File: config.mk
export PLATFORM = sky130hd
export DESIGN_NAME = zc_expander
export DESIGN_NICKNAME = d
export VERILOG_FILES = /design/src/source/zc_pkg.sv /design/src/source/zc_expander.sv /design/src/source/cm_sequencer.sv /design/src/source/cmd_fifo.sv /design/src/source/cm_classifier.sv
export VERILOG_INCLUDE_DIRS = /design/src /design/src/include
export SDC_FILE = /design/constraint.sdc
export NUM_CORES = 1
export LEC_CHECK = 0
export BUFFER_PORTS_ARGS = -buffer_cell sky130_fd_sc_hd__buf_2
export CORE_ASPECT_RATIO = 1.1
export CORE_MARGIN = 1.5
export CORE_UTILIZATION = 25
export CTS_CLUSTER_DIAMETER = 200
export DETAILED_ROUTE_END_ITERATION = 8
export PLACE_DENSITY = 0.5
export SLEW_MARGIN = 40
export SYNTH_ARGS = -nofsm -noshare
export SYNTH_HDL_FRONTEND = slang
export SYNTH_HIERARCHICAL = 1
export SYNTH_SLANG_ARGS = --single-unit
File: constraint.sdc
create_clock -name clk_i -period 5.65 [get_ports clk_i]
set_input_delay 0.565 -clock clk_i [delete_from_list [all_inputs] [get_ports clk_i]]
set_output_delay 0.565 -clock clk_i [all_outputs]
set_load 0.05 [all_outputs]
File: src/include/zcmp_encode.svh
//////////////////////////////
// RV32 encoders for Zcmp sequences
// Include inside a module body after the zc_pkg import
// Reserved list codes below 4 are never passed in
//////////////////////////////
`ifndef ZCMP_ENCODE_SVH
`define ZCMP_ENCODE_SVH

// Stack adjustment in words, base from the list plus 4 words per spimm step
function automatic sp_off_t cm_stack_adj_word(input rlist_t rlist, input spimm_t spimm);
  sp_off_t base;
  case (rlist)
    5'd4, 5'd5, 5'd6, 5'd7:   base = 5'd4;
    5'd8, 5'd9, 5'd10, 5'd11: base = 5'd8;
    5'd12, 5'd13, 5'd14:      base = 5'd12;
    5'd16:                    base = 5'd16;
    default:                  base = 5'd0;
  endcase
  return base + {1'b0, spimm, 2'b00};
endfunction

// Highest register still in the list
function automatic reg_idx_t cm_rlist_top_reg(input rlist_t rlist);
  // 7..16 map onto s2..s11 (x18..x27)
  if (rlist >= 5'd7) return rlist + 5'd11;
  // s0 and s1
  if (rlist >= 5'd5) return rlist + 5'd3;
  return REG_RA;
endfunction

// s-register named by a 3-bit r1s/r2s field
function automatic reg_idx_t cm_sreg(input logic [2:0] rs);
  if (rs < 3'd2) return 5'd8 + {2'b00, rs};
  return 5'd16 + {2'b00, rs};
endfunction

// Generic addi rd, rs1, imm
function automatic instr_t cm_addi(input reg_idx_t dst, input reg_idx_t src,
                                   input logic [11:0] imm);
  return {imm, src, 3'b000, dst, OPCODE_OP_IMM};
endfunction

// sw top, -4*off(sp)
function automatic instr_t cm_push_store(input rlist_t rlist, input sp_off_t sp_off);
  logic [11:0] imm;
  imm = 12'd0 - {5'b00000, sp_off, 2'b00};
  return {imm[11:5], cm_rlist_top_reg(rlist), REG_SP, 3'b010, imm[4:0], OPCODE_STORE};
endfunction

// lw top, 4*off(sp)
function automatic instr_t cm_pop_load(input rlist_t rlist, input sp_off_t sp_off);
  return {5'b00000, sp_off, 2'b00, REG_SP, 3'b010, cm_rlist_top_reg(rlist), OPCODE_LOAD};
endfunction

// addi sp, sp, +/- stack adjustment
function automatic instr_t cm_sp_addi(input rlist_t rlist, input spimm_t spimm,
                                      input logic decr);
  logic [11:0] imm;
  imm = {5'b00000, cm_stack_adj_word(rlist, spimm), 2'b00};
  if (decr) imm = 12'd0 - imm;
  return cm_addi(REG_SP, REG_SP, imm);
endfunction

// mv dst, src
function automatic instr_t cm_mv(input reg_idx_t dst, input reg_idx_t src);
  return cm_addi(dst, src, 12'd0);
endfunction

// addi a0, x0, 0
function automatic instr_t cm_zero_a0();
  return cm_addi(REG_A0, 5'd0, 12'd0);
endfunction

// jalr x0, 0(ra)
function automatic instr_t cm_ret_ra();
  return {12'd0, REG_RA, 3'b000, 5'd0, OPCODE_JALR};
endfunction

`endif
File: src/source/zc_pkg.sv
//////////////////////////////
// Shared types and constants for the Zcmp expander
// List code 15 is carried internally as 16 (s10 and s11)
//////////////////////////////
`default_nettype none

package zc_pkg;

  // Plain vector types
  typedef logic [31:0] instr_t;
  typedef logic [4:0]  reg_idx_t;
  // Internal register-list code, 15 widened to 16
  typedef logic [4:0]  rlist_t;
  typedef logic [1:0]  spimm_t;
  // Word offset from sp
  typedef logic [4:0]  sp_off_t;

  // Command classes seen by the sequencer
  typedef enum logic [2:0] {
    KindPlain,
    KindIllegal,
    KindPush,
    KindPop,
    KindPopRet,
    KindPopRetZ,
    KindMvsa01,
    KindMva01s
  } cmd_kind_e;

  // Classified word as stored in the FIFO
  typedef struct packed {
    cmd_kind_e  kind;
    rlist_t     rlist;
    spimm_t     spimm;
    logic [2:0] r1s;
    logic [2:0] r2s;
    instr_t     instr;
  } cm_cmd_t;

  // One instruction towards decode
  typedef struct packed {
    instr_t instr;
    logic   is_compressed;
    logic   illegal;
    logic   last;
  } exp_out_t;

  // RV32 major opcodes used by the expansions
  localparam logic [6:0] OPCODE_LOAD   = 7'h03;
  localparam logic [6:0] OPCODE_STORE  = 7'h23;
  localparam logic [6:0] OPCODE_OP_IMM = 7'h13;
  localparam logic [6:0] OPCODE_JALR   = 7'h67;

  // ABI registers
  localparam reg_idx_t REG_RA = 5'd1;
  localparam reg_idx_t REG_SP = 5'd2;
  localparam reg_idx_t REG_A0 = 5'd10;

  localparam int unsigned FIFO_DEPTH_DEFAULT = 4;

endpackage

`default_nettype wire

File: src/source/zc_expander.sv
//////////////////////////////
// Zcmp expander top level
// Fetch side holds FIFO_DEPTH credits after reset
//////////////////////////////
`timescale 1ns/10ps
`default_nettype none

module zc_expander #(
  parameter int unsigned FIFO_DEPTH = zc_pkg::FIFO_DEPTH_DEFAULT
) (
  input  logic             clk_i,
  input  logic             rst_ni,
  input  logic             in_valid_i,
  input  zc_pkg::instr_t   in_instr_i,
  output logic             credit_o,
  output logic             out_valid_o,
  output zc_pkg::exp_out_t out_o,
  input  logic             out_ready_i
);
  import zc_pkg::*;

  // Classifier to FIFO
  logic    cmd_valid;
  cm_cmd_t cmd;
  // FIFO to sequencer
  cm_cmd_t head;
  logic    head_valid;
  logic    pop;

  cm_classifier u_classifier (
    .clk_i       (clk_i),
    .rst_ni      (rst_ni),
    .in_valid_i  (in_valid_i),
    .in_instr_i  (in_instr_i),
    .cmd_valid_o (cmd_valid),
    .cmd_o       (cmd)
  );

  cmd_fifo #(
    .FIFO_DEPTH (FIFO_DEPTH)
  ) u_fifo (
    .clk_i        (clk_i),
    .rst_ni       (rst_ni),
    .push_i       (cmd_valid),
    .cmd_i        (cmd),
    .pop_i        (pop),
    .head_o       (head),
    .head_valid_o (head_valid),
    .credit_o     (credit_o)
  );

  cm_sequencer u_sequencer (
    .clk_i        (clk_i),
    .rst_ni       (rst_ni),
    .head_i       (head),
    .head_valid_i (head_valid),
    .pop_o        (pop),
    .out_valid_o  (out_valid_o),
    .out_o        (out_o),
    .out_ready_i  (out_ready_i)
  );

endmodule

`default_nettype wire

File: src/source/cm_sequencer.sv
//////////////////////////////
// Expands the FIFO head into RV32 instructions
// Output is registered, one instruction per accepted handshake
// Head stays in the FIFO until its last instruction loads
//////////////////////////////
`timescale 1ns/10ps
`default_nettype none

module cm_sequencer (
  input  logic             clk_i,
  input  logic             rst_ni,
  input  zc_pkg::cm_cmd_t  head_i,
  input  logic             head_valid_i,
  output logic             pop_o,
  output logic             out_valid_o,
  output zc_pkg::exp_out_t out_o,
  input  logic             out_ready_i
);
  import zc_pkg::*;

  `include "zcmp_encode.svh"

  typedef enum logic [3:0] {
    Idle,
    PushStore,
    PushDecrSp,
    PopLoad,
    PopIncrSp,
    PopZeroA0,
    PopRetRa,
    MvFirst,
    MvSecond
  } seq_state_e;

  seq_state_e state_d, state_q;
  rlist_t     rlist_d, rlist_q;
  sp_off_t    sp_off_d, sp_off_q;
  exp_out_t   out_d, out_q;
  logic       out_valid_q;
  logic       emit;
  logic       load_en;

  // Output register free or draining this cycle
  assign load_en = !out_valid_q || out_ready_i;

  //////////////////////////////
  // Next instruction
  //////////////////////////////
  always_comb begin
    state_d  = state_q;
    rlist_d  = rlist_q;
    sp_off_d = sp_off_q;
    emit     = 1'b0;
    out_d.instr         = head_i.instr;
    out_d.is_compressed = (head_i.instr[1:0] != 2'b11);
    out_d.illegal       = 1'b0;
    out_d.last          = 1'b0;

    case (state_q)
      Idle: begin
        if (head_valid_i) begin
          rlist_d = head_i.rlist;
          case (head_i.kind)
            KindPush: begin
              // First store goes to -4(sp)
              sp_off_d = 5'd1;
              state_d  = PushStore;
            end
            KindPop, KindPopRet, KindPopRetZ: begin
              // Top register sits just below the new sp
              sp_off_d = cm_stack_adj_word(head_i.rlist, head_i.spimm) - 5'd1;
              state_d  = PopLoad;
            end
            KindMvsa01, KindMva01s: state_d = MvFirst;
            default: begin
              // Plain or illegal word leaves as is
              emit          = 1'b1;
              out_d.illegal = (head_i.kind == KindIllegal);
              out_d.last    = 1'b1;
            end
          endcase
        end
      end
      PushStore: begin
        emit        = 1'b1;
        out_d.instr = cm_push_store(rlist_q, sp_off_q);
        if (load_en) begin
          rlist_d  = rlist_q - 5'd1;
          sp_off_d = sp_off_q + 5'd1;
          // ra is always the bottom of the list
          if (rlist_q == 5'd4) state_d = PushDecrSp;
        end
      end
      PushDecrSp: begin
        emit        = 1'b1;
        out_d.instr = cm_sp_addi(head_i.rlist, head_i.spimm, 1'b1);
        out_d.last  = 1'b1;
        if (load_en) state_d = Idle;
      end
      PopLoad: begin
        emit        = 1'b1;
        out_d.instr = cm_pop_load(rlist_q, sp_off_q);
        if (load_en) begin
          rlist_d  = rlist_q - 5'd1;
          sp_off_d = sp_off_q - 5'd1;
          if (rlist_q == 5'd4) state_d = PopIncrSp;
        end
      end
      PopIncrSp: begin
        emit        = 1'b1;
        out_d.instr = cm_sp_addi(head_i.rlist, head_i.spimm, 1'b0);
        out_d.last  = (head_i.kind == KindPop);
        if (load_en) begin
          case (head_i.kind)
            KindPopRetZ: state_d = PopZeroA0;
            KindPopRet:  state_d = PopRetRa;
            default:     state_d = Idle;
          endcase
        end
      end
      PopZeroA0: begin
        emit        = 1'b1;
        out_d.instr = cm_zero_a0();
        if (load_en) state_d = PopRetRa;
      end
      PopRetRa: begin
        emit        = 1'b1;
        out_d.instr = cm_ret_ra();
        out_d.last  = 1'b1;
        if (load_en) state_d = Idle;
      end
      MvFirst: begin
        emit = 1'b1;
        // a0 pairs with r1s
        if (head_i.kind == KindMvsa01) out_d.instr = cm_mv(cm_sreg(head_i.r1s), REG_A0);
        else                           out_d.instr = cm_mv(REG_A0, cm_sreg(head_i.r1s));
        if (load_en) state_d = MvSecond;
      end
      MvSecond: begin
        emit       = 1'b1;
        out_d.last = 1'b1;
        // a1 pairs with r2s
        if (head_i.kind == KindMvsa01) out_d.instr = cm_mv(cm_sreg(head_i.r2s), REG_A0 + 5'd1);
        else                           out_d.instr = cm_mv(REG_A0 + 5'd1, cm_sreg(head_i.r2s));
        if (load_en) state_d = Idle;
      end
      default: state_d = Idle;
    endcase
  end

  // Retire the command with its final instruction
  assign pop_o = emit && out_d.last && load_en;

  always_ff @(posedge clk_i, negedge rst_ni) begin
    if (!rst_ni) begin
      state_q     <= Idle;
      rlist_q     <= '0;
      sp_off_q    <= '0;
      out_valid_q <= 1'b0;
    end else begin
      state_q  <= state_d;
      rlist_q  <= rlist_d;
      sp_off_q <= sp_off_d;
      if (load_en) out_valid_q <= emit;
    end
  end

  always_ff @(posedge clk_i) begin
    if (load_en && emit) begin
      out_q <= out_d;
    end
  end

  assign out_valid_o = out_valid_q;
  assign out_o       = out_q;

  // Stalled output holds until taken
  assert property (@(posedge clk_i) disable iff (!rst_ni)
    out_valid_o && !out_ready_i |=> out_valid_o && $stable(out_o));

endmodule

`default_nettype wire

File: src/source/cmd_fifo.sv
//////////////////////////////
// Command FIFO, head read combinationally
// One registered credit pulse per pop
//////////////////////////////
`timescale 1ns/10ps
`default_nettype none

module cmd_fifo #(
  parameter int unsigned FIFO_DEPTH = zc_pkg::FIFO_DEPTH_DEFAULT
) (
  input  logic             clk_i,
  input  logic             rst_ni,
  input  logic             push_i,
  input  zc_pkg::cm_cmd_t  cmd_i,
  input  logic             pop_i,
  output zc_pkg::cm_cmd_t  head_o,
  output logic             head_valid_o,
  output logic             credit_o
);
  import zc_pkg::*;

  localparam int unsigned PTR_W = (FIFO_DEPTH > 1) ? $clog2(FIFO_DEPTH) : 1;
  localparam int unsigned CNT_W = $clog2(FIFO_DEPTH + 1);

  cm_cmd_t          mem [FIFO_DEPTH];
  logic [PTR_W-1:0] wr_ptr_q;
  logic [PTR_W-1:0] rd_ptr_q;
  logic [CNT_W-1:0] count_q;
  logic             credit_q;

  // Storage, no reset
  always_ff @(posedge clk_i) begin
    if (push_i) begin
      mem[wr_ptr_q] <= cmd_i;
    end
  end

  always_ff @(posedge clk_i, negedge rst_ni) begin
    if (!rst_ni) begin
      wr_ptr_q <= '0;
      rd_ptr_q <= '0;
      count_q  <= '0;
      credit_q <= 1'b0;
    end else begin
      // Wrap explicitly so any depth works
      if (push_i) begin
        wr_ptr_q <= (wr_ptr_q == PTR_W'(FIFO_DEPTH - 1)) ? '0 : wr_ptr_q + 1'b1;
      end
      if (pop_i) begin
        rd_ptr_q <= (rd_ptr_q == PTR_W'(FIFO_DEPTH - 1)) ? '0 : rd_ptr_q + 1'b1;
      end
      if (push_i && !pop_i) count_q <= count_q + 1'b1;
      if (pop_i && !push_i) count_q <= count_q - 1'b1;
      credit_q <= pop_i;
    end
  end

  assign head_o       = mem[rd_ptr_q];
  assign head_valid_o = (count_q != '0);
  assign credit_o     = credit_q;

  // Credit loop keeps the FIFO from overflowing
  assert property (@(posedge clk_i) disable iff (!rst_ni)
    push_i |-> count_q != CNT_W'(FIFO_DEPTH));
  assert property (@(posedge clk_i) disable iff (!rst_ni)
    pop_i |-> count_q != '0);

endmodule

`default_nettype wire

File: src/source/cm_classifier.sv
//////////////////////////////
// Word classifier with one cycle from in_valid_i to cmd_valid_o
// Never stalls since the credit loop bounds the input rate
//////////////////////////////
`timescale 1ns/10ps
`default_nettype none

module cm_classifier (
  input  logic             clk_i,
  input  logic             rst_ni,
  input  logic             in_valid_i,
  input  zc_pkg::instr_t   in_instr_i,
  output logic             cmd_valid_o,
  output zc_pkg::cm_cmd_t  cmd_o
);
  import zc_pkg::*;

  cm_cmd_t cmd_d;
  cm_cmd_t cmd_q;
  logic    cmd_valid_q;
  logic    rlist_rsvd;
  logic    mv_same;

  // Codes 0..3 are reserved for push/pop
  assign rlist_rsvd = (in_instr_i[7:4] < 4'd4);
  // mv pairs need two distinct s-registers
  assign mv_same    = (in_instr_i[9:7] == in_instr_i[4:2]);

  //////////////////////////////
  // Decode
  //////////////////////////////
  always_comb begin
    cmd_d.instr = in_instr_i;
    cmd_d.spimm = in_instr_i[3:2];
    cmd_d.r1s   = in_instr_i[9:7];
    cmd_d.r2s   = in_instr_i[4:2];
    // x26/x27 pair handled as list 16
    cmd_d.rlist = (in_instr_i[7:4] == 4'hf) ? 5'd16 : {1'b0, in_instr_i[7:4]};
    cmd_d.kind  = KindIllegal;

    if (in_instr_i[1:0] == 2'b11) begin
      cmd_d.kind = KindPlain;
    end else if (in_instr_i[1:0] == 2'b10 && in_instr_i[15:13] == 3'b101) begin
      // C2 funct3 101 with funct5 picking the Zcmp op
      casez (in_instr_i[12:8])
        5'b11000: cmd_d.kind = rlist_rsvd ? KindIllegal : KindPush;
        5'b11010: cmd_d.kind = rlist_rsvd ? KindIllegal : KindPop;
        5'b11100: cmd_d.kind = rlist_rsvd ? KindIllegal : KindPopRetZ;
        5'b11110: cmd_d.kind = rlist_rsvd ? KindIllegal : KindPopRet;
        5'b011??: begin
          if (!mv_same && in_instr_i[6:5] == 2'b01) cmd_d.kind = KindMvsa01;
          if (!mv_same && in_instr_i[6:5] == 2'b11) cmd_d.kind = KindMva01s;
        end
        default: cmd_d.kind = KindIllegal;
      endcase
    end
  end

  always_ff @(posedge clk_i, negedge rst_ni) begin
    if (!rst_ni) begin
      cmd_valid_q <= 1'b0;
    end else begin
      cmd_valid_q <= in_valid_i;
    end
  end

  // Payload only
  always_ff @(posedge clk_i) begin
    if (in_valid_i) begin
      cmd_q <= cmd_d;
    end
  end

  assign cmd_valid_o = cmd_valid_q;
  assign cmd_o       = cmd_q;

  // Fetch side must present known data with valid
  assert property (@(posedge clk_i) disable iff (!rst_ni)
    !$isunknown(in_valid_i) && (!in_valid_i || !$isunknown(in_instr_i)));

endmodule

`default_nettype wire

After elaboration in Yosys (flattened, before gate mapping):

Memory sizes are Yosys's and may differ from the RTL's.
Cells that the tools add are included.
W data, S select, Z words.

* memory bits (read-only): 288
* register bits: 107
* memories kept: 4
* bits in latches: 0
* bits of input ports: 36
* word-level logic and storage cells: 203
* bits in writable memories: 192

* shifts and indexed selects: 0
* muxes and demuxes: 79
* divide/modulo/power cells: 0
* reduce and logical (&&, ||, !) cells: 29
* bitwise operators: 3
* add/subtract/negate cells: 19
* multiply operators: 0
* $lt $le $gt $ge: 5
* equality and inequality tests: 43

Memory list
* u_fifo.mem: depth 4, width 48, read ports 1, clocked after memory_dff 0, wr ports 1, line cmd_fifo.sv:25 `cm_cmd_t mem [FIFO_DEPTH];`
* (name not given): depth 32, width 3, read ports 1, clocked after memory_dff 0, wr ports 0, line zcmp_encode.svh:12 `case (rlist)`
* (name not given): depth 32, width 3, read ports 1, clocked after memory_dff 0, wr ports 0, line zcmp_encode.svh:12
* (name not given): depth 32, width 3, read ports 1, clocked after memory_dff 0, wr ports 0, line zcmp_encode.svh:12

Operator list (number)
* $pmux W32 S8: 1
* $mux W5: 23
* $mux W20: 2
* $mux W4: 9
* $pmux W4 S7: 1
* $mux W1: 25
* $eq A5 B5 Y1 const B: 4
* $pmux W5 S2: 2
* $mux W3: 6
* $ne A2 B1 Y1 const B: 9
* $eq A4 B3 Y1 const B: 4
* $reduce_or A8 Y1: 2
* $sub A1 B7 Y8 const A: 2
* $add A5 B4 Y5: 3
* $eq A3 B3 Y1 const B: 5
* $pmux W3 S5: 1
* $pmux W5 S3: 1
* $sub A5 B1 Y5 const B: 3
* $pmux W4 S3: 1
* $add A4 B3 Y5 const A: 2
* $add A5 B3 Y5 const A: 2
* $eq A2 B2 Y1 const B: 5
* $ge A5 B3 Y1 const B: 2
* $reduce_and A10 Y1: 1
* other kinds (35): 62

Logic depth before layout (Yosys ltp):

Gate-level depths: netlist of the first run.
An unclocked memory read counts as a cell.

* depth in word-level cells: 12
* mapped depth: 15
* mapped depth without buffers: 12

Modules after synthesis:

Netlist of the first run, hierarchy kept.

Modules (own cells, without submodules)
* cmd_fifo: area an instance 7419.6 sq um, cells each 290, instances 1
* cm_sequencer: area an instance 3452.1 sq um, cells each 363, instances 1
* cm_classifier: area an instance 1480.2 sq um, cells each 80, instances 1

Least setup slack after synthesis of the first run:

Ideal clock, no wire load.

* kind: reg2reg
* start: register u_fifo.rd_ptr_q[0]
* end: register u_fifo.count_q[2]
* path buffers: 3
* stages on the path, launching flop included: 15
* arrival: 4.644 ns
* data required time: 5.571 ns
* slack: 0.926 ns
* cells stage by stage: dfrtp_1 buf_6 buf_12 mux4_2 buf_2 nor3b_1 o21ai_0 nor2b_1 and2_1 ha_1 inv_1 fa_1 xor2_1 nor2_1 xor2_1

RTL lines
* from (decl): line cmd_fifo.sv:27 `logic [PTR_W-1:0] rd_ptr_q;`
* from (signal assigned): line cmd_fifo.sv:50 `rd_ptr_q <= (rd_ptr_q == PTR_W'(FIFO_DEPTH - 1)) ? '0 : rd_ptr_q + 1'b1;`
* to (signal assigned): line cmd_fifo.sv:52 `if (push_i && !pop_i) count_q <= count_q + 1'b1;`
* to (signal assigned): line cmd_fifo.sv:53 `if (pop_i && !push_i) count_q <= count_q - 1'b1;`
* to (decl): line cmd_fifo.sv:28 `logic [CNT_W-1:0] count_q;`

==> results of run 1 <==
-- per-stage QoR --
step                instance area [sq um]  utilization  hold slack [ps]  std cells  worst slack (ps)
finish                              14330       0.2935            1.020       1482              1966
floorplan                           12350            -            269.4        733             926.4
CTS                                 14330       0.2935           0.5305       1482              1885
global placement                    13260       0.2716            459.3       1422              1958
global route                        14330       0.2935            39.86       1482              1670
detailed placement                  13330       0.2730            455.7       1425              1932
-- power groups by stage --
stage	Combinational, mW	Clock (mW)	Sequential, mW
global route	3.46	2.11	3.45
floorplan	2.12	0	3.63
CTS	3.25	2.03	3.40
finish	3.21	1.97	3.38
detailed placement	3.24	0	3.44
global placement	3.22	0	3.43
-- sequential cells by signal, indices dropped and copies added, names as in the netlist --
signal / cells
u_classifier/cmd_o: 40
u_classifier/cmd_valid_o: 1
u_fifo/count_q: 3
u_fifo/credit_o: 1
u_fifo/mem: 192
u_fifo/rd_ptr_q: 2
u_fifo/wr_ptr_q: 2
u_sequencer/out_o: 35
u_sequencer/out_valid_o: 1
u_sequencer/rlist_q: 5
u_sequencer/sp_off_q: 5
u_sequencer/state_q: 4
-- worst reg2reg max path, stage by stage (launching register included) --
cell and delay [ps]:
sky130_fd_sc_hd__dfrtp_4 880, sky130_fd_sc_hd__buf_4 520, sky130_fd_sc_hd__mux4_2 600, sky130_fd_sc_hd__fa_1 490
sky130_fd_sc_hd__a21boi_1 160, sky130_fd_sc_hd__nor4b_1 370, sky130_fd_sc_hd__a2bb2oi_2 300, sky130_fd_sc_hd__nand2_1 100
-- worst paths after layout --
path | start | endpoint | slack [ps] | depth (start not counted)
worst min-delay path | rst_ni | u_sequencer/rlist_q[2] | 1 | 1
worst max register to register | u_fifo/rd_ptr_q[0] | u_sequencer/out_o[32] | 1970 | 7
max in group asynchronous | rst_ni | u_fifo/rd_ptr_q[1] | 5180 | 1
worst min register to register | u_fifo/count_q[2] | u_fifo/count_q[2] | 480 | 1
worst max-delay path | u_fifo/rd_ptr_q[0] | u_sequencer/out_o[32] | 1970 | 7
min in group clk_i | in_instr_i[19] | u_classifier/cmd_o[19] | 170 | 1
-- cell usage after synthesis (9+ instances only) --
cell type | number | share of area
sky130_fd_sc_hd__nand2_1 | 40 | 0.012
sky130_fd_sc_hd__nand3_1 | 9 | 0.0036
sky130_fd_sc_hd__mux4_2 | 48 | 0.088
sky130_fd_sc_hd__edfxtp_1 | 267 | 0.65
sky130_fd_sc_hd__a21oi_1 | 22 | 0.0089
sky130_fd_sc_hd__dfrtp_1 | 24 | 0.049
sky130_fd_sc_hd__buf_2 | 11 | 0.0045
sky130_fd_sc_hd__nor2_1 | 43 | 0.013
sky130_fd_sc_hd__xor2_1 | 10 | 0.0071
sky130_fd_sc_hd__inv_1 | 27 | 0.0082
sky130_fd_sc_hd__and2_1 | 12 | 0.0061
sky130_fd_sc_hd__o21ai_0 | 29 | 0.012
sky130_fd_sc_hd__xnor2_1 | 9 | 0.0064
sky130_fd_sc_hd__ha_1 | 20 | 0.020
sky130_fd_sc_hd__buf_4 | 11 | 0.0067
sky130_fd_sc_hd__nor3_1 | 10 | 0.0041
-- logic make-up after synthesis --
kind of cell               Yosys count
muxes                               60
xor gates and xnor gates            19
buffers and inverters               67
AOI/OAI and AO/OA                  113
and+or+nand+nor                    160
adders and majority gates           23
DFF                                291
-- final cells by class --
| class | instances | area, sq um | area share |
|---|---|---|---|
| clock inverters | 21 | 201.4 | 0.01406 |
| flip-flops and latches | 291 | 8628 | 0.6022 |
| multi-input cells | 375 | 3329 | 0.2324 |
| repair buffers | 79 | 452.9 | 0.03161 |
| well taps | 652 | 815.8 | 0.05694 |
| clock buffers | 36 | 794.5 | 0.05545 |
| inverters | 28 | 105.1 | 0.007336 |
-- routing by layer --
layer	wire length (um)	global-route usage
met5	0	0
met4	689	0.02881
met3	1143	0.01857
met2	14040	0.1900
met1	13120	0.1519
==> results.py, run 1 <==
metrics = {
    "place": {
        "place.detailed.hpwl_um": 19340,
        "routabilityCongestion": 0.8463,
        "placement.io_buffers": 72,
    },
    "cts": {
        "cts_post_setup_buffers_inserted": 0,
        "tritoncts_clock_tree": "built",
        "clock_sinks": 291,
        "clk_pin_slew_worst_paths_ps": 70,
        "h-tree-depth": 1,
        "cts_buffers": 31,
        "post_cts_resize_count": 0,
        "cts.path.max_buffers": 3,
        "root_buffer": "sky130_fd_sc_hd__clkbuf_16",
        "clk_latency_ps": 570,
        "cts.hold.buffers_added": 0,
    },
    "critical_path": {
        "startpoint_type": "register",
        "crit_family": "flip-flops",
        "crit_path_max_incr_delay_ps": 880,
        "timing.critical_path.to_type": "register",
        "worst_ep_required_time_ps": 5940,
        "critPathBufInv": 1,
        "cp_max_delay_cell": "sky130_fd_sc_hd__dfrtp_4",
        "crit_arrival_ps": 3970,
        "path_cells": "buf_4 > mux4_2 > fa_1 > a21boi_1 > nor4b_1 > a2bb2oi_2 > nand2_1",
        "crit_type": "register to register",
        "crit_fanout": 35,
    },
    "timing": {
        "report.final.slew_viol_count": 0,
        "finish_stage_setup_viols": 0,
        "hold_viol_final": 0,
        "setup_tns_ps": 0,
        "grt_setup_unrepaired": "false",
        "final.min_clock_period_ps": 3684,
        "clock_skew_ps": 23.56,
        "timing.final.crit_share": 0.6521,
        "fmax_achieved_mhz": 271.4,
        "tightest_slew_ps": 834.3,
        "max_slew_margin": 0.4438,
    },
    "pwr": {
        "p_comb_frac": 0.375,
        "power.share.switching": 0.3847,
        "power.share.sequential": 0.395,
        "p_clk_frac": 0.230,
        "power-per-cell-area_mw_per_mm2": 597.0,
        "netSwitchingPower_mw": 3.290,
        "cellInternalPower_mw": 5.263,
        "static-leakage-power_nw": 4.925,
        "max-vdd-ir-drop_mv": 0.2456,
        "total_power_mw": 8.553,
    },
    "die": {
        "design.portCount": 73,
        "core-area_sq_mm": 0.04882,
        "die_w_um": 214.9,
        "placement_rows": 85,
        "die_height_um": 236.1,
        "dieArea_sq_mm": 0.05075,
        "initial_core_util": 0.2530,
    },
    "run": {
        "max-cap-violations": 0,
    },
    "layout": {
        "layout_commonest_cell": "sky130_fd_sc_hd__edfxtp_1",
        "flow.area_growth_from_synthesis_pct": 15.99,
        "insertedDiodeCount": 0,
        "post_route_cells_drive_above_1_share": 0.2530,
        "layout.cells.most_common_list": "sky130_fd_sc_hd__edfxtp_1, sky130_fd_sc_hd__buf_2, sky130_fd_sc_hd__mux4_2",
        "num-nets-final": 865,
        "number_of_filler_instances_in_the_final_layout": 4836,
    },
    "detailed_routing": {
        "firstDrtPassIters": 5,
        "post-route-drc-count": 0,
        "drtIter0Drc": 440,
        "detail-route-antenna-nets": 0,
        "detail_routed_via_count_per_cell": 4.416,
        "routed-via-count": 6544,
        "postRouteWirelength_um": 28990,
        "routedWlPerCell_um": 19.56,
    },
    "synthesis": {
        "synth_top_family_by_area": "multiplexers",
        "synthesized_nets": 792,
        "synth-xor-area-share": 0.01347,
        "asyncSetResetFlopFracSynth": 0.08247,
        "post_synth.cell_area_avg_sq_um": 16.85,
        "synth_cell_types": 74,
        "post_synth_and_or_nand_nor_area_fraction": 0.06706,
        "post_synth_instance_area_sq_mm": 0.01235,
        "post_synth_fa_ha_maj_area_fraction": 0.02512,
        "syn_inst": 733,
        "synth-warning-count": 6,
        "yosysSeqAreaShare": 0.6977,
        "synth-seq-cells": 291,
        "synth_edf_count": 267,
        "synth_flop_cell": "sky130_fd_sc_hd__edfxtp_1",
        "share_of_the_synthesized_area_in_compound_gates_ao_oa_aoi_oai": 0.06351,
        "post_synth_mux_area_share": 0.09866,
    },
    "global_route": {
        "wire_length_of_the_first_global_routing_pass_um": 43460,
        "number_of_antenna_violations_at_the_first_check_in_global_routing": 0,
        "grt-ovfl-total": 0,
        "globalRouteTotalUtil": 0.1132,
        "grt_start_max_net_pins": 42,
        "first_global_vias": 6680,
    },
    "status": {
        "result_of_the_run": "finished, final reports clean",
    },
    "hold_path": {
        "worstHoldPathType": "primary input to asynchronous set/reset pin",
    },
}
Note: power is estimated with default switching activity, not from simulation.
==> run 2, diff against run 1 <==
--- a/config.mk
+++ b/config.mk
@@ -12,7 +12,7 @@
 export CORE_UTILIZATION = 25
 export CTS_CLUSTER_DIAMETER = 200
 export DETAILED_ROUTE_END_ITERATION = 8
-export PLACE_DENSITY = 0.5
+export PLACE_DENSITY = 0.51
 export SLEW_MARGIN = 40
 export SYNTH_ARGS = -nofsm -noshare
 export SYNTH_HDL_FRONTEND = slang
==> constraint.sdc (replaced) <==
create_clock -name clk_i -period 3.1 [get_ports clk_i]
set_input_delay 0.31 -clock clk_i [delete_from_list [all_inputs] [get_ports clk_i]]
set_output_delay 0.31 -clock clk_i [all_outputs]
set_load 0.05 [all_outputs]
==> run 2 against run 1 <==
Clock power up 72%. Sequential power up 74%. Count of clock-buffer cells in the layout down 7. Core utilization up 1.3 points. Combinational power up 110%. Wire length down 0.60%.
==> results.py, run 2 (synthesis results as in run 1) <==
metrics = {
    "status": {
        "result_of_the_run": "finished, final reports clean",
    },
    "layout": {
        "layout.cells.most_common_list": "sky130_fd_sc_hd__edfxtp_1, sky130_fd_sc_hd__buf_2, sky130_fd_sc_hd__mux4_2",
        "insertedDiodeCount": 0,
        "num-nets-final": 936,
        "post_route_cells_drive_above_1_share": 0.3011,
        "register_containing_the_most_flip_flops_in_the_final_layout": "u_fifo/mem",
        "post-route-util": 0.3067,
        "fin_cells": 1552,
        "flow.area_growth_from_synthesis_pct": 21.21,
        "largest_register_ff_count": 192,
        "layout_commonest_cell": "sky130_fd_sc_hd__edfxtp_1",
    },
    "critical_path": {
        "path_cells": "mux4_2 > buf_4 > nand3b_1 > inv_1 > fa_2 > inv_2 > ha_4 > xnor2_2 > or3_1 > a41oi_2",
        "timing.critical_path.to_type": "register",
        "crit_fanout": 7,
        "crit_type": "register to register",
        "cp_max_delay_cell": "sky130_fd_sc_hd__fa_2",
        "startpoint_type": "register",
        "crit_path_max_incr_delay_ps": 570,
        "rrSetupSlack_ps": 110,
        "crit_arrival_ps": 3390,
        "worst_ep_required_time_ps": 3500,
    },
    "timing": {
        "final.min_clock_period_ps": 2992,
        "finish_stage_setup_viols": 0,
        "setup_tns_ps": 0,
        "timing.final.crit_share": 0.9653,
        "clock_skew_ps": 14.17,
        "fmax_achieved_mhz": 334.2,
        "tightest_slew_ps": 729.1,
        "hold_viol_final": 0,
        "holdWs_ps": 20.59,
        "report.final.slew_viol_count": 0,
        "max_slew_margin": 0.5098,
    },
    "global_route": {
        "wire_length_of_the_first_global_routing_pass_um": 43710,
        "grt_start_max_net_pins": 42,
        "number_of_antenna_violations_at_the_first_check_in_global_routing": 2,
        "grt_util_met3": 0.01625,
        "grt.met1_usage": 0.1470,
        "first_global_vias": 6914,
        "busiest_grt_layer": "met2",
        "globalRouteTotalUtil": 0.1133,
        "globalRouteMet2Util": 0.1977,
        "grt-ovfl-total": 0,
    },
    "cts": {
        "clk_latency_ps": 560,
        "tritoncts_clock_tree": "built",
        "h-tree-depth": 1,
        "clock_sinks": 291,
        "root_buffer": "sky130_fd_sc_hd__clkbuf_16",
        "cts_buffers": 29,
        "cts.path.max_buffers": 3,
        "clk_pin_slew_worst_paths_ps": 70,
    },
    "pwr": {
        "max-vdd-ir-drop_mv": 0.3696,
        "total_power_mw": 16.12,
        "static-leakage-power_nw": 5.262,
        "power-per-cell-area_mw_per_mm2": 1077,
    },
    "die": {
        "die_w_um": 214.9,
        "core-area_sq_mm": 0.04882,
        "dieArea_sq_mm": 0.05075,
        "initial_core_util": 0.2530,
        "die_height_um": 236.1,
        "placement_rows": 85,
        "design.portCount": 73,
    },
    "detailed_routing": {
        "firstDrtPassIters": 5,
        "detail_routed_via_count_per_cell": 4.361,
        "routed-via-count": 6769,
        "detail-route-antenna-nets": 0,
        "post-route-drc-count": 0,
        "postRouteWirelength_um": 28820,
        "routedWlPerCell_um": 18.57,
        "drtIter0Drc": 485,
    },
    "hold_path": {
        "worstHoldPathType": "primary input to register",
    },
    "place": {
        "routabilityCongestion": 0.8198,
        "placement.io_buffers": 72,
        "placedCellCount": 1462,
        "place.detailed.hpwl_um": 19640,
    },
    "run": {
        "max-cap-violations": 0,
    },
}
run 2: through the flow:
step,setup WS [ps],instance area (sq um)
2_1_floorplan,-361.8,12400
3_3_place_gp,21.53,13640
3_5_place_dp,5.821,13640
4_1_cts,2.300,14860
5_1_grt,-4.861,14970
6_report,107.6,14970
run 2: worst paths after layout:
kind / from / end / cells after the start
hold / removal: in_instr_i[4] / u_classifier/cmd_o[4] / 1
setup reg to reg: u_fifo/rd_ptr_q[0] / u_sequencer/out_o[29] / 10
max in group asynchronous: rst_ni / u_fifo/rd_ptr_q[0] / 2
hold reg to reg: u_fifo/count_q[2] / u_fifo/count_q[2] / 1
setup / recovery: u_fifo/rd_ptr_q[0] / u_sequencer/out_o[29] / 10
min in group asynchronous: rst_ni / u_fifo/credit_o / 2
run 2: per-layer routing:
layer	vias up	wire length, um
met5	-	23
met3	39	1120
met2	147	14460
li1	3149	-
met1	3430	12710
met4	4	506
run 2: area by class of cell:
class,count,area (sq um)
Tap cell,652,815.8
Clock inverter,25,201.4
Fill cell,4771,33840
Clock buffer,29,725.7
Inverter,28,105.1
Sequential cell,291,8623
Timing Repair Buffer,152,1094
Multi-Input combinational cell,375,3407
run 2: power by group:
group	switching (mW)	internal (mW)	total (mW)
sequential	0.481	5.41	5.89
combinational	4.19	2.66	6.85
clock	1.55	1.84	3.39
run 2: timing repair:
item / CTS / global route
endpoints found under the hold margin: 52 / 0
gates resized for setup: 0 / 13
endpoints found under the setup margin: 0 / 8
hold buffers: 29 / 0
setup buffers: 0 / 7
run 2: critical path, delay by kind of cell (launching register included):
family / cells / cell delay, ps
adder cells (fa/ha/maj): 2 / 730
multiplexers: 1 / 560
flip-flops: 1 / 520
AND/OR/NAND/NOR: 2 / 430
buffers and inverters: 3 / 300
AO/OA/AOI/OAI: 1 / 170
XOR/XNOR: 1 / 130
